## src/zb_consts.svh

```systemverilog
`ifndef ZB_CONSTS_SVH
`define ZB_CONSTS_SVH

// data path and register width
`define ZB_DATA_W 32

// host window and core address widths
`define ZB_HOST_ADDR_W 30
`define ZB_ADDR_W 32

// core view of the start of DRAM
`define ZB_CORE_DRAM_BASE 32'h8000_0000

// host bit 29 picks DRAM window or local window
`define ZB_HOST_SEL_BIT 29
`define ZB_KEEP_BITS 28

// profiler region field, core address bits 29 down to 23
`define ZB_REGION_MSB 29
`define ZB_REGION_W 7
`define ZB_NUM_REGIONS 128

`define ZB_CSR_ADDR_W 3
`define ZB_NUM_CSR 7

`endif

```

## src/zb_addr_pkg.sv

```systemverilog
`include "zb_consts.svh"

package zb_addr_pkg;

   typedef logic [`ZB_HOST_ADDR_W-1:0] host_addr_t;
   typedef logic [`ZB_ADDR_W-1:0]      core_addr_t;
   typedef logic [`ZB_ADDR_W-1:0]      dram_addr_t;
   typedef logic [`ZB_REGION_W-1:0]    region_idx_t;

   // request as seen through the host window
   typedef struct packed {
      host_addr_t             addr;
      logic                   we;
      logic [`ZB_DATA_W-1:0]  data;
   } host_req_s;

   // request in the core address space
   typedef struct packed {
      core_addr_t             addr;
      logic                   we;
      logic [`ZB_DATA_W-1:0]  data;
   } core_req_s;

   // request after rebasing into host DRAM
   typedef struct packed {
      dram_addr_t             addr;
      logic                   we;
      logic [`ZB_DATA_W-1:0]  data;
   } dram_req_s;

endpackage

```

## src/zb_csr_pkg.sv

```systemverilog
`include "zb_consts.svh"

package zb_csr_pkg;

   typedef logic [`ZB_DATA_W-1:0] csr_word_t;

   // register map
   typedef enum logic [`ZB_CSR_ADDR_W-1:0] {
      // bit 0 set lets the system run
      CSR_SYS_RESET  = 3'd0,
      // host has allocated DRAM for the core
      CSR_DRAM_VALID = 3'd1,
      CSR_DRAM_BASE  = 3'd2,
      // read-only profiler words, PROF0 holds regions 31 down to 0
      CSR_PROF0      = 3'd3,
      CSR_PROF1      = 3'd4,
      CSR_PROF2      = 3'd5,
      CSR_PROF3      = 3'd6
   } csr_idx_e;

endpackage

```

## src/zb_chan_if.sv

```systemverilog
`timescale 1ns/1ns

interface zb_chan_if #(
   parameter type payload_t = logic
) ();

   logic     valid;
   logic     ready;
   payload_t payload;

   // producer side
   modport src (
      output valid,
      output payload,
      input  ready
   );

   // consumer side
   modport snk (
      input  valid,
      input  payload,
      output ready
   );

endinterface

```

## src/zb_bridge_top.sv

```systemverilog
`timescale 1ns/1ns

`include "zb_consts.svh"

module zb_bridge_top
   import zb_addr_pkg::*, zb_csr_pkg::*;
(
   input  logic                       aclk,
   input  logic                       reset_i,
   // host register port
   input  logic                       csr_we_i,
   input  logic                       csr_re_i,
   input  logic [`ZB_CSR_ADDR_W-1:0]  csr_addr_i,
   input  csr_word_t                  csr_wdata_i,
   output csr_word_t                  csr_rdata_o,
   output logic                       csr_rvalid_o,
   output logic                       sys_resetn_o,
   // host requests into the core
   input  logic                       host_valid_i,
   output logic                       host_ready_o,
   input  host_addr_t                 host_addr_i,
   input  logic                       host_we_i,
   input  logic [`ZB_DATA_W-1:0]      host_data_i,
   output logic                       core_host_valid_o,
   input  logic                       core_host_ready_i,
   output core_addr_t                 core_host_addr_o,
   output logic                       core_host_we_o,
   output logic [`ZB_DATA_W-1:0]      core_host_data_o,
   // core memory requests out to DRAM
   input  logic                       core_mem_valid_i,
   output logic                       core_mem_ready_o,
   input  core_addr_t                 core_mem_addr_i,
   input  logic                       core_mem_we_i,
   input  logic [`ZB_DATA_W-1:0]      core_mem_data_i,
   output logic                       dram_valid_o,
   input  logic                       dram_ready_i,
   output dram_addr_t                 dram_addr_o,
   output logic                       dram_we_o,
   output logic [`ZB_DATA_W-1:0]      dram_data_o
);

   logic                       core_reset;
   csr_word_t                  dram_base;
   logic [`ZB_NUM_REGIONS-1:0] region_map;
   logic                       touch_v;
   core_addr_t                 touch_addr;
   host_req_s                  host_req;

   zb_chan_if #(.payload_t(core_req_s)) core_host_ch ();
   zb_chan_if #(.payload_t(core_req_s)) core_mem_ch ();
   zb_chan_if #(.payload_t(dram_req_s)) dram_ch ();

   assign host_req = '{addr: host_addr_i, we: host_we_i, data: host_data_i};

   assign core_host_valid_o  = core_host_ch.valid;
   assign core_host_ch.ready = core_host_ready_i;
   assign core_host_addr_o   = core_host_ch.payload.addr;
   assign core_host_we_o     = core_host_ch.payload.we;
   assign core_host_data_o   = core_host_ch.payload.data;

   assign core_mem_ch.valid   = core_mem_valid_i;
   assign core_mem_ch.payload = '{addr: core_mem_addr_i, we: core_mem_we_i,
                                  data: core_mem_data_i};
   assign core_mem_ready_o    = core_mem_ch.ready;

   assign dram_valid_o  = dram_ch.valid;
   assign dram_ch.ready = dram_ready_i;
   assign dram_addr_o   = dram_ch.payload.addr;
   assign dram_we_o     = dram_ch.payload.we;
   assign dram_data_o   = dram_ch.payload.data;

   zb_csr_regs csr_regs_i (
      .aclk         (aclk),
      .reset_i      (reset_i),
      .csr_we_i     (csr_we_i),
      .csr_re_i     (csr_re_i),
      .csr_addr_i   (csr_addr_i),
      .csr_wdata_i  (csr_wdata_i),
      .csr_rdata_o  (csr_rdata_o),
      .csr_rvalid_o (csr_rvalid_o),
      .region_map_i (region_map),
      .sys_resetn_o (sys_resetn_o),
      .core_reset_o (core_reset),
      .dram_base_o  (dram_base)
   );

   zb_host_window host_window_i (
      .aclk         (aclk),
      .reset_i      (reset_i),
      .core_reset_i (core_reset),
      .host_valid_i (host_valid_i),
      .host_ready_o (host_ready_o),
      .host_req_i   (host_req),
      .core_ch      (core_host_ch)
   );

   zb_dram_rebase dram_rebase_i (
      .aclk         (aclk),
      .reset_i      (reset_i),
      .core_reset_i (core_reset),
      .dram_base_i  (dram_base),
      .core_ch      (core_mem_ch),
      .dram_ch      (dram_ch),
      .touch_v_o    (touch_v),
      .touch_addr_o (touch_addr)
   );

   zb_mem_profiler mem_profiler_i (
      .aclk         (aclk),
      .reset_i      (reset_i),
      .core_reset_i (core_reset),
      .touch_v_i    (touch_v),
      .touch_addr_i (touch_addr),
      .region_map_o (region_map)
   );

endmodule

```

## src/zb_csr_regs.sv

```systemverilog
`timescale 1ns/1ns

`include "zb_consts.svh"

module zb_csr_regs
   import zb_csr_pkg::*;
(
   input  logic                       aclk,
   input  logic                       reset_i,
   input  logic                       csr_we_i,
   input  logic                       csr_re_i,
   input  logic [`ZB_CSR_ADDR_W-1:0]  csr_addr_i,
   input  csr_word_t                  csr_wdata_i,
   output csr_word_t                  csr_rdata_o,
   output logic                       csr_rvalid_o,
   input  logic [`ZB_NUM_REGIONS-1:0] region_map_i,
   output logic                       sys_resetn_o,
   output logic                       core_reset_o,
   output csr_word_t                  dram_base_o
);

   logic      sys_run_r;
   logic      dram_valid_r;
   csr_word_t dram_base_r;
   csr_word_t rd_bank [`ZB_NUM_CSR];

   // only bit 0 of the flag registers is stored
   always_ff @(posedge aclk) begin
      if (reset_i) begin
         sys_run_r    <= 1'b0;
         dram_valid_r <= 1'b0;
         dram_base_r  <= '0;
      end else if (csr_we_i) begin
         case (csr_idx_e'(csr_addr_i))
            CSR_SYS_RESET:  sys_run_r    <= csr_wdata_i[0];
            CSR_DRAM_VALID: dram_valid_r <= csr_wdata_i[0];
            CSR_DRAM_BASE:  dram_base_r  <= csr_wdata_i;
            default:        ;
         endcase
      end
   end

   // readback view of every mapped index
   always_comb begin
      rd_bank[CSR_SYS_RESET]  = {{(`ZB_DATA_W-1){1'b0}}, sys_run_r};
      rd_bank[CSR_DRAM_VALID] = {{(`ZB_DATA_W-1){1'b0}}, dram_valid_r};
      rd_bank[CSR_DRAM_BASE]  = dram_base_r;
      for (int k = 0; k < `ZB_NUM_REGIONS / `ZB_DATA_W; k++) begin
         rd_bank[CSR_PROF0 + k] = region_map_i[k*`ZB_DATA_W +: `ZB_DATA_W];
      end
   end

   always_ff @(posedge aclk) begin
      if (reset_i) begin
         csr_rvalid_o <= 1'b0;
      end else begin
         csr_rvalid_o <= csr_re_i;
      end
   end

   // unmapped indices read as zero
   always_ff @(posedge aclk) begin
      if (csr_re_i) begin
         csr_rdata_o <= (csr_addr_i < `ZB_NUM_CSR) ? rd_bank[csr_addr_i] : '0;
      end
   end

   assign sys_resetn_o = sys_run_r;
   assign dram_base_o  = dram_base_r;

   // core held in reset until the host lets it run
   assign core_reset_o = ~sys_run_r | reset_i;

   // host drives one strobe at a time
   a_one_strobe: assert property (@(posedge aclk) disable iff (reset_i)
      !(csr_we_i && csr_re_i));

endmodule

```

## src/zb_dram_rebase.sv

```systemverilog
`timescale 1ns/1ns

`include "zb_consts.svh"

module zb_dram_rebase
   import zb_addr_pkg::*, zb_csr_pkg::*;
(
   input  logic       aclk,
   input  logic       reset_i,
   input  logic       core_reset_i,
   input  csr_word_t  dram_base_i,
   zb_chan_if.snk     core_ch,
   zb_chan_if.src     dram_ch,
   output logic       touch_v_o,
   output core_addr_t touch_addr_o
);

   dram_req_s dram_req;

   zb_chan_if #(.payload_t(core_req_s)) buf_ch ();

   zb_skid_buf #(.payload_t(core_req_s)) skid_i (
      .aclk    (aclk),
      .reset_i (reset_i),
      .flush_i (core_reset_i),
      .in_ch   (core_ch),
      .out_ch  (buf_ch)
   );

   // strip the core DRAM base, then move into the block the host allocated
   always_comb begin
      dram_req.addr = (buf_ch.payload.addr ^ `ZB_CORE_DRAM_BASE) + dram_base_i;
      dram_req.we   = buf_ch.payload.we;
      dram_req.data = buf_ch.payload.data;
   end

   assign dram_ch.valid   = buf_ch.valid;
   assign dram_ch.payload = dram_req;
   assign buf_ch.ready    = dram_ch.ready;

   // profiler sees the core address of every accepted request
   assign touch_v_o    = buf_ch.valid & dram_ch.ready;
   assign touch_addr_o = buf_ch.payload.addr;

endmodule

```

## src/zb_host_window.sv

```systemverilog
`timescale 1ns/1ns

`include "zb_consts.svh"

module zb_host_window
   import zb_addr_pkg::*;
(
   input  logic      aclk,
   input  logic      reset_i,
   input  logic      core_reset_i,
   input  logic      host_valid_i,
   output logic      host_ready_o,
   input  host_req_s host_req_i,
   zb_chan_if.src    core_ch
);

   core_req_s core_req;

   zb_chan_if #(.payload_t(core_req_s)) xlate_ch ();

   // host 0x0xxx_xxxx lands in core DRAM at 0x8xxx_xxxx,
   // host 0x2xxx_xxxx lands in core local space at 0x0xxx_xxxx
   always_comb begin
      core_req.addr = {~host_req_i.addr[`ZB_HOST_SEL_BIT],
                       {(`ZB_ADDR_W - `ZB_KEEP_BITS - 1){1'b0}},
                       host_req_i.addr[`ZB_KEEP_BITS-1:0]};
      core_req.we   = host_req_i.we;
      core_req.data = host_req_i.data;
   end

   assign xlate_ch.valid   = host_valid_i;
   assign xlate_ch.payload = core_req;
   assign host_ready_o     = xlate_ch.ready;

   zb_skid_buf #(.payload_t(core_req_s)) skid_i (
      .aclk    (aclk),
      .reset_i (reset_i),
      .flush_i (core_reset_i),
      .in_ch   (xlate_ch),
      .out_ch  (core_ch)
   );

endmodule

```

## src/zb_mem_profiler.sv

```systemverilog
`timescale 1ns/1ns

`include "zb_consts.svh"

module zb_mem_profiler
   import zb_addr_pkg::*;
(
   input  logic                       aclk,
   input  logic                       reset_i,
   input  logic                       core_reset_i,
   input  logic                       touch_v_i,
   input  core_addr_t                 touch_addr_i,
   output logic [`ZB_NUM_REGIONS-1:0] region_map_o
);

   region_idx_t                 region;
   logic [`ZB_NUM_REGIONS-1:0]  map_r;

   // each region covers 8 MB of core address space
   assign region = touch_addr_i[`ZB_REGION_MSB -: `ZB_REGION_W];

   // bits stay set until the core is reset again
   always_ff @(posedge aclk) begin
      if (reset_i || core_reset_i) begin
         map_r <= '0;
      end else if (touch_v_i) begin
         map_r[region] <= 1'b1;
      end
   end

   assign region_map_o = map_r;

endmodule

```

## src/zb_skid_buf.sv

```systemverilog
`timescale 1ns/1ns

module zb_skid_buf #(
   parameter type payload_t = logic
) (
   input  logic   aclk,
   input  logic   reset_i,
   input  logic   flush_i,
   zb_chan_if.snk in_ch,
   zb_chan_if.src out_ch
);

   logic     out_valid_r;
   logic     skid_valid_r;
   payload_t out_data_r;
   payload_t skid_data_r;
   logic     in_fire;
   logic     out_free;

   // ready comes from a flop, so the sink's ready never reaches the source
   assign in_ch.ready = ~skid_valid_r & ~flush_i;
   assign in_fire     = in_ch.valid & in_ch.ready;

   // output slot is empty or drains at this edge
   assign out_free = ~out_valid_r | out_ch.ready;

   always_ff @(posedge aclk) begin
      if (reset_i || flush_i) begin
         out_valid_r  <= 1'b0;
         skid_valid_r <= 1'b0;
      end else if (out_free) begin
         out_valid_r  <= skid_valid_r | in_fire;
         skid_valid_r <= 1'b0;
      end else if (in_fire) begin
         skid_valid_r <= 1'b1;
      end
   end

   // the older skid item always goes out first
   always_ff @(posedge aclk) begin
      if (out_free && (skid_valid_r || in_fire)) begin
         out_data_r <= skid_valid_r ? skid_data_r : in_ch.payload;
      end
      if (!out_free && in_fire) begin
         skid_data_r <= in_ch.payload;
      end
   end

   assign out_ch.valid   = out_valid_r;
   assign out_ch.payload = out_data_r;

   // a stalled item stays put until the sink takes it
   a_out_hold: assert property (@(posedge aclk) disable iff (reset_i || flush_i)
      out_ch.valid && !out_ch.ready |=> out_ch.valid && $stable(out_ch.payload));

endmodule
```

## config.mk

```make
export PLATFORM = sky130hd
export DESIGN_NAME = zb_bridge_top
export DESIGN_NICKNAME = d
export VERILOG_FILES = /design/src/zb_addr_pkg.sv /design/src/zb_csr_pkg.sv /design/src/zb_chan_if.sv /design/src/zb_bridge_top.sv /design/src/zb_csr_regs.sv /design/src/zb_dram_rebase.sv /design/src/zb_host_window.sv /design/src/zb_mem_profiler.sv /design/src/zb_skid_buf.sv
export VERILOG_INCLUDE_DIRS = /design/src
export SDC_FILE = /design/constraint.sdc
export NUM_CORES = 1
export LEC_CHECK = 0
export BUFFER_PORTS_ARGS = -buffer_cell sky130_fd_sc_hd__clkbuf_2
export CAP_MARGIN = 20
export CORE_MARGIN = 10
export CORE_UTILIZATION = 62
export CTS_BUF_LIST = sky130_fd_sc_hd__clkbuf_8
export DETAILED_ROUTE_END_ITERATION = 6
export PLACE_DENSITY = 0.94
export SYNTH_ARGS = -nofsm -noshare
export SYNTH_HDL_FRONTEND = slang
export SYNTH_SLANG_ARGS = --single-unit
export TNS_END_PERCENT = 1
```

## constraint.sdc

```tcl
create_clock -name aclk -period 17.73 [get_ports aclk]
set_clock_uncertainty 0.1 [all_clocks]
set_input_delay 0.8865 -clock aclk [delete_from_list [all_inputs] [get_ports aclk]]
set_output_delay 0.8865 -clock aclk [all_outputs]
set_load 0.03 [all_outputs]
```

# Yosys cells after proc, flatten, opt, wreduce, memory -nomap -nowiden

Cells that the tools add are included.

Add/subtract/negate cells: 1
Order comparisons: 4
Equality and inequality tests: 2
Mux-type cells: 7
Bitwise logic cells: 20
Reduce and logical (&&, ||, !) cells: 16

Operator list:

| cell               | count |
|---|---|
| $mux 65            | 2 |
| $or 128x128->128   | 1 |
| $bmux 32 s3        | 1 |
| $mux 32            | 2 |
| $add 32x32->32     | 1 |
| $lt 7x8->1 const B | 1 |
| $not 1->1          | 8 |
| $demux 1 s7        | 1 |
| $ge 7x1->1 const B | 1 |
| $reduce_and 2->1   | 3 |
| $and 1x1->1        | 5 |
| $logic_and 1x1->1  | 5 |
| $or 1x1->1         | 5 |
| $ge 4x4->1 const B | 1 |
| $not 3->4          | 1 |
| $reduce_or 2->1    | 2 |
| $eq 3x1->1 const B | 1 |
| $eq 3x2->1 const B | 1 |
| $logic_not 3->1    | 1 |
| $logic_or 1x1->1   | 3 |
| $lt 3x3->1 const B | 1 |
| $logic_not 1->1    | 2 |
| $mux 1             | 1 |

Flip-flop bits (word level): 453
Input bits: 171
Output and inout port bits: 168
Logic and storage cells: 72

# Logic depth before layout (Yosys ltp)

Depth in word-level cells: 7
Depth in mapped cells: 9
Mapped depth without buffers: 9

# Cells and area by module

Synthesis repeated with hierarchy kept, for this count alone.

Cells, all modules: 1487
Area, all modules: 19433.6 sq um

Modules (own cells, without submodules):

| module          | times used | cells an instance | area each (sq um) | seq. area each (sq um) |
|---|---|---|---|---|
| zb_skid_buf     | 2          | 213               | 4824.6            | 3943.8 |
| zb_mem_profiler | 1          | 446               | 4331.7            | 2562.5 |
| zb_csr_regs     | 1          | 372               | 3699.8            | 1661.6 |
| zb_dram_rebase  | 1          | 241               | 1745.4            | 0.0 |
| zb_host_window  | 1          | 2                 | 7.5               | 0.0 |

# Worst setup path after synthesis

No wires, ideal clock.

Path type: input-to-reg
From: input reset_i
To: register dram_rebase_i.skid_i.skid_data_r[0] (netlist bit) (enable)
Library setup time: 651 ps
Data arrival time: 7810 ps
Data required time: 16979 ps
Slack: 9169 ps
Stages: 5
Path buffers: 3
Cell sequence: clkbuf_1 > nand2b_1 > clkbuf_1 > clkbuf_1 > nor4_1

Word-level cells in the longest chain between the ends: 5

Ends and longest elaborated chain:

| element              | line               | RTL |
|---|---|---|
| start, declared      | zb_bridge_top.sv:9 | `input logic reset_i,` |
| $or 1x1->1           | zb_csr_regs.sv:72  | `assign core_reset_o = ~sys_run_r \| reset_i;` |
| $not 1->1            | zb_skid_buf.sv:21  | `assign in_ch.ready = ~skid_valid_r & ~flush_i;` |
| $and 1x1->1          | zb_skid_buf.sv:21  |  |
| $and 1x1->1          | zb_skid_buf.sv:22  | `assign in_fire = in_ch.valid & in_ch.ready;` |
| $logic_and 1x1->1    | zb_skid_buf.sv:44  | `if (!out_free && in_fire) begin` |
| end signal, assigned | zb_skid_buf.sv:45  | `skid_data_r <= in_ch.payload;` |
| end, declared        | zb_skid_buf.sv:16  | `payload_t skid_data_r;` |

Every way passes these cells.
A chain may end at the register's enable or synchronous reset.

# Final worst setup path

From: register csr_regs_i.dram_base_r[2], in the netlist csr_regs_i.dram_base_o[2]
To: output dram_addr_o[31]

Word-level cells in the longest chain between the ends: 1

Ends and longest elaborated chain:

| element                | line                 | RTL |
|---|---|---|
| start, declared        | zb_csr_regs.sv:24    | `csr_word_t dram_base_r;` |
| start signal, assigned | zb_csr_regs.sv:37    | `CSR_DRAM_BASE: dram_base_r <= csr_wdata_i;` |
| $add 32x32->32         | zb_dram_rebase.sv:32 | `` dram_req.addr = (buf_ch.payload.addr ^ `ZB_CORE_DRAM_BASE) + dram_base_i; `` |
| end, declared          | zb_bridge_top.sv:37  | `output dram_addr_t dram_addr_o,` |

Every way passes these cells.

==> impl_results.md <==
- Gr ovfl total: 0
- Worst Hold Class: reg2reg
- Worst setup SP type: register
- Area growth, synth to finish: 17.2%
- Commonest non-fill, non-tap cells in the layout: clkbuf_2 (334), edfxtp_1 (286), a21oi_1 (196)
- Fill cells: 1859
- R2R cell count: 3
- Clock Path Buffers: 3
- Sequential area share after synthesis: 63.6%
- Net Sw Frac: between 20% and 30%
- First-pass GRT wire length: between 70 and 80 mm
- Post-DP HPWL: 34.7 mm
- Hold_buf cts: 0
- Post_cts resized: 0
- RSZ-0062 raised after global routing: no
- Gr usage total: 25.3%
- WL final: 50.3 mm
- Worst-Skew Late Latency: ~600 ps
- Outcome: finished clean
- Die Y: around 190 um
- Final Non-Filler Cells: approximately 2300
- CP required: 16740 ps
- Cell repeated most along the worst path: o21ai_0
- Fin crit period: ~4400 ps
- Area occupied by multi-input gates: 0.00627 sq mm
- Max Fclk: 226 MHz
- Commonest non-fill, non-tap cell in the layout: clkbuf_2
- Final Hold Viols: 0
- Layout cells sized above 1: between 30% and 40%
- DRT Pass-1 Iters: 5
- Crit-path cells: ha_1 -> o21ai_0 -> o21ai_0 -> nand3_1 -> a211oi_2 -> a22oi_1 -> mux2i_1 -> a2111o_1 -> clkbuf_2
- Clk sink count: roughly 450
- Clk pwr share: ~40%
- Initial antenna violation count: 4
- Syn Area/Cell: ~12 sq um
- Placed insts: 2190
- Combinational power share: approximately 5%
- # IOs: around 340
- Hold EP: mem_profiler_i.region_map_o[25]
- PD cells: about 94 mW/mm^2
- Top delay family on crit path: compound AO/OA/AOI/OAI gates
- Area of the core: 0.0297 sq mm
- Worst path slowest cell: ha_1
- Max-cap violations: 0
- Routed wire per std cell: roughly 22 um
- Initial core utilization: between 60% and 70%
- Leakage power: ~8.4 nW
- Max VDD drop: between 60 and 70 uV
- Register area: ~0.012 sq mm
- Vias per std cell: a little under 6
- Total number of vias: between 10000 and 15000
- Residual DRC count: 0
- #FFs+latches synth: about 450
- Ranking of synthesized cells by area: edfxtp_1 (46%), dfxtp_1 (18%), mux2_2 (7.6%)
- Met3 GRT Util: about 8.4%
- Setup_tns: 0 ps
- Placement Rows: between 60 and 70
- Gr busiest metal: met2
- CTS tree: built
- Antenna viol nets, final: 0
- Sequential share of power: 54.8%
- Min-delay src: mem_profiler_i.region_map_o[25]
- Synth area leader: edfxtp_1
- Clock Pin Slew Worst Setup and Hold Paths: 60 ps
- Nets: between 2000 and 2500
- M2 GR Usage: 42.0%
- Post-Synthesis Cell Area: 0.0187 sq mm
- Count of distinct cell types in the synthesized netlist: 54
- Die width: between 150 and 200 um
- Synthesis Warnings: 0
- EDFF count, synth: 286
- Asr flop ratio synth: 0%
- Pin count of the biggest net entering global routing: approximately 130
- Post-synth top area share: 45.8%
- Worst Setup End Kind: output port
- Number of global-route vias before repair: 13700
- Reg2reg end: dram_rebase_i.skid_i.out_ch.payload[25]
- H-tree Lvls: 3
- Die area: between 0.03 and 0.04 sq mm
- Post-Syn Instances: 1559
- Period utilisation layout: 25.0%
- WP buf/inv: 1
- Primary FF master, synth: edfxtp_1
- R2R Setup Slk: about 15000 ps
- Drt initial violations: between 1500 and 2000
- CTS root buf: clkbuf_8
- Max incr delay on CP: between 400 and 500 ps
- Critical path class: reg2out
- Hold depth: 2
- Peak fanout along the critical path: 5
- # setup viols final: 0
- Pin slew with the least headroom to its limit: around 1100 ps
- Post-CTS setup buffer count: 0
- Critical Path Source: csr_regs_i.dram_base_o[2]
- PortBufs: 334
- P_int: about 1.6 mW
- CTS buffer count: 72
- CP Data Arrival Time: roughly 3500 ps
- R2r startpoint: dram_rebase_i.skid_i.skid_valid_r
- GP Congestion: roughly 0.93
- GRT met1 Usage: 29.0%
- Max-slew violations: 0
- Relative slew slack: 23.6%
- Psw: approximately 0.47 mW
==> Yosys cell counts, drive strengths merged, types with 17 or more instances <==
master,n
mux2,127
mux2i,67
a21oi,197
nand2,159
edfxtp,286
buf,55
clkbuf,59
dfxtp,167
o21ai,84
ha,31
nor3,17
nor2,171
==> worst min-delay path, stage by stage, from the launching register on <==
cell	delay, ps
dfxtp_1	330
a21oi_1	40
nor2_1	70
==> worst max path at each step <==
stage,depth (start not counted),endpoint
6_report,9,dram_addr_o[31]
5_1_grt,10,dram_addr_o[10]
4_1_cts,10,dram_addr_o[10]
3_5_place_dp,10,dram_addr_o[10]
3_3_place_gp,10,dram_addr_o[26]
2_1_floorplan,5,dram_rebase_i.skid_i.skid_data_r[0]
==> kinds of logic after synthesis <==
logic type                 after synthesis  synth area share [%]
other                                    1                0.0200
AOI/OAI and AO/OA                      326                  9.46
buffers and inverters                  127                  3.26
xor gates and xnor gates                26                  1.21
and+or+nand+nor                        399                  8.92
adders and majority gates               32                  2.18
muxes                                  195                  11.3
DFF                                    453                  63.6
==> registers in the layout, indices dropped and copies added, names as in the netlist <==
name	flops
csr_regs_i.dram_base_o	32
host_window_i.skid_i.out_ch.payload	62
mem_profiler_i.region_map_o	128
csr_regs_i.sys_resetn_o	1
csr_regs_i.csr_rvalid_o	1
dram_rebase_i.skid_i.out_ch.payload	65
host_window_i.skid_i.skid_data_r	62
csr_regs_i.dram_valid_r	1
dram_rebase_i.skid_i.skid_valid_r	1
host_window_i.skid_i.skid_valid_r	1
csr_regs_i.csr_rdata_o	32
dram_rebase_i.skid_i.out_ch.valid	1
host_window_i.skid_i.out_ch.valid	1
dram_rebase_i.skid_i.skid_data_r	65
==> routing by layer <==
metal	routed length, um	part of all wire (%)	vias up
met5	18	0.036	-
met4	2460	4.9	2
met3	5390	11	169
met2	24500	49	790
met1	17900	36	6499
li1	-	-	6245
==> through the flow <==
stage / instance area (sq um) / hold WS (ps) / util, % / total power [mW] / setup slack, ps
finish: 22000 / 366 / 74.0 / 2.06 / 13300
global route: 22000 / 340 / 73.9 / 2.13 / 13140
CTS: 21900 / 341 / 73.7 / 2.07 / 13330
detailed placement: 20600 / 354 / 69.2 / 1.25 / 14010
global placement: 20500 / 346 / 69.1 / 1.25 / 14060
floorplan: 18800 / 332 / - / 1.21 / 9170
==> power groups by stage <==
| stage | clock, mW | sequential (mW) | combinational (mW) |
|---|---|---|---|
| after floorplan | 0 | 1.16 | 0.0496 |
| after global placement | 0 | 1.15 | 0.0956 |
| after detailed placement | 0 | 1.15 | 0.0994 |
| after CTS | 0.837 | 1.13 | 0.100 |
| after global routing | 0.889 | 1.13 | 0.109 |
| final | 0.828 | 1.13 | 0.101 |
==> final cells by class <==
class	count	share of cell area (%)
multi-input cells	981	28.5
diodes	3	0.0342
clock inverters	49	1.00
well taps	390	2.22
repair buffers	358	8.60
flip-flops and latches	453	54.3
clock buffers	81	5.07
inverters	13	0.222
No activity file was read; power rests on OpenSTA's default activity.
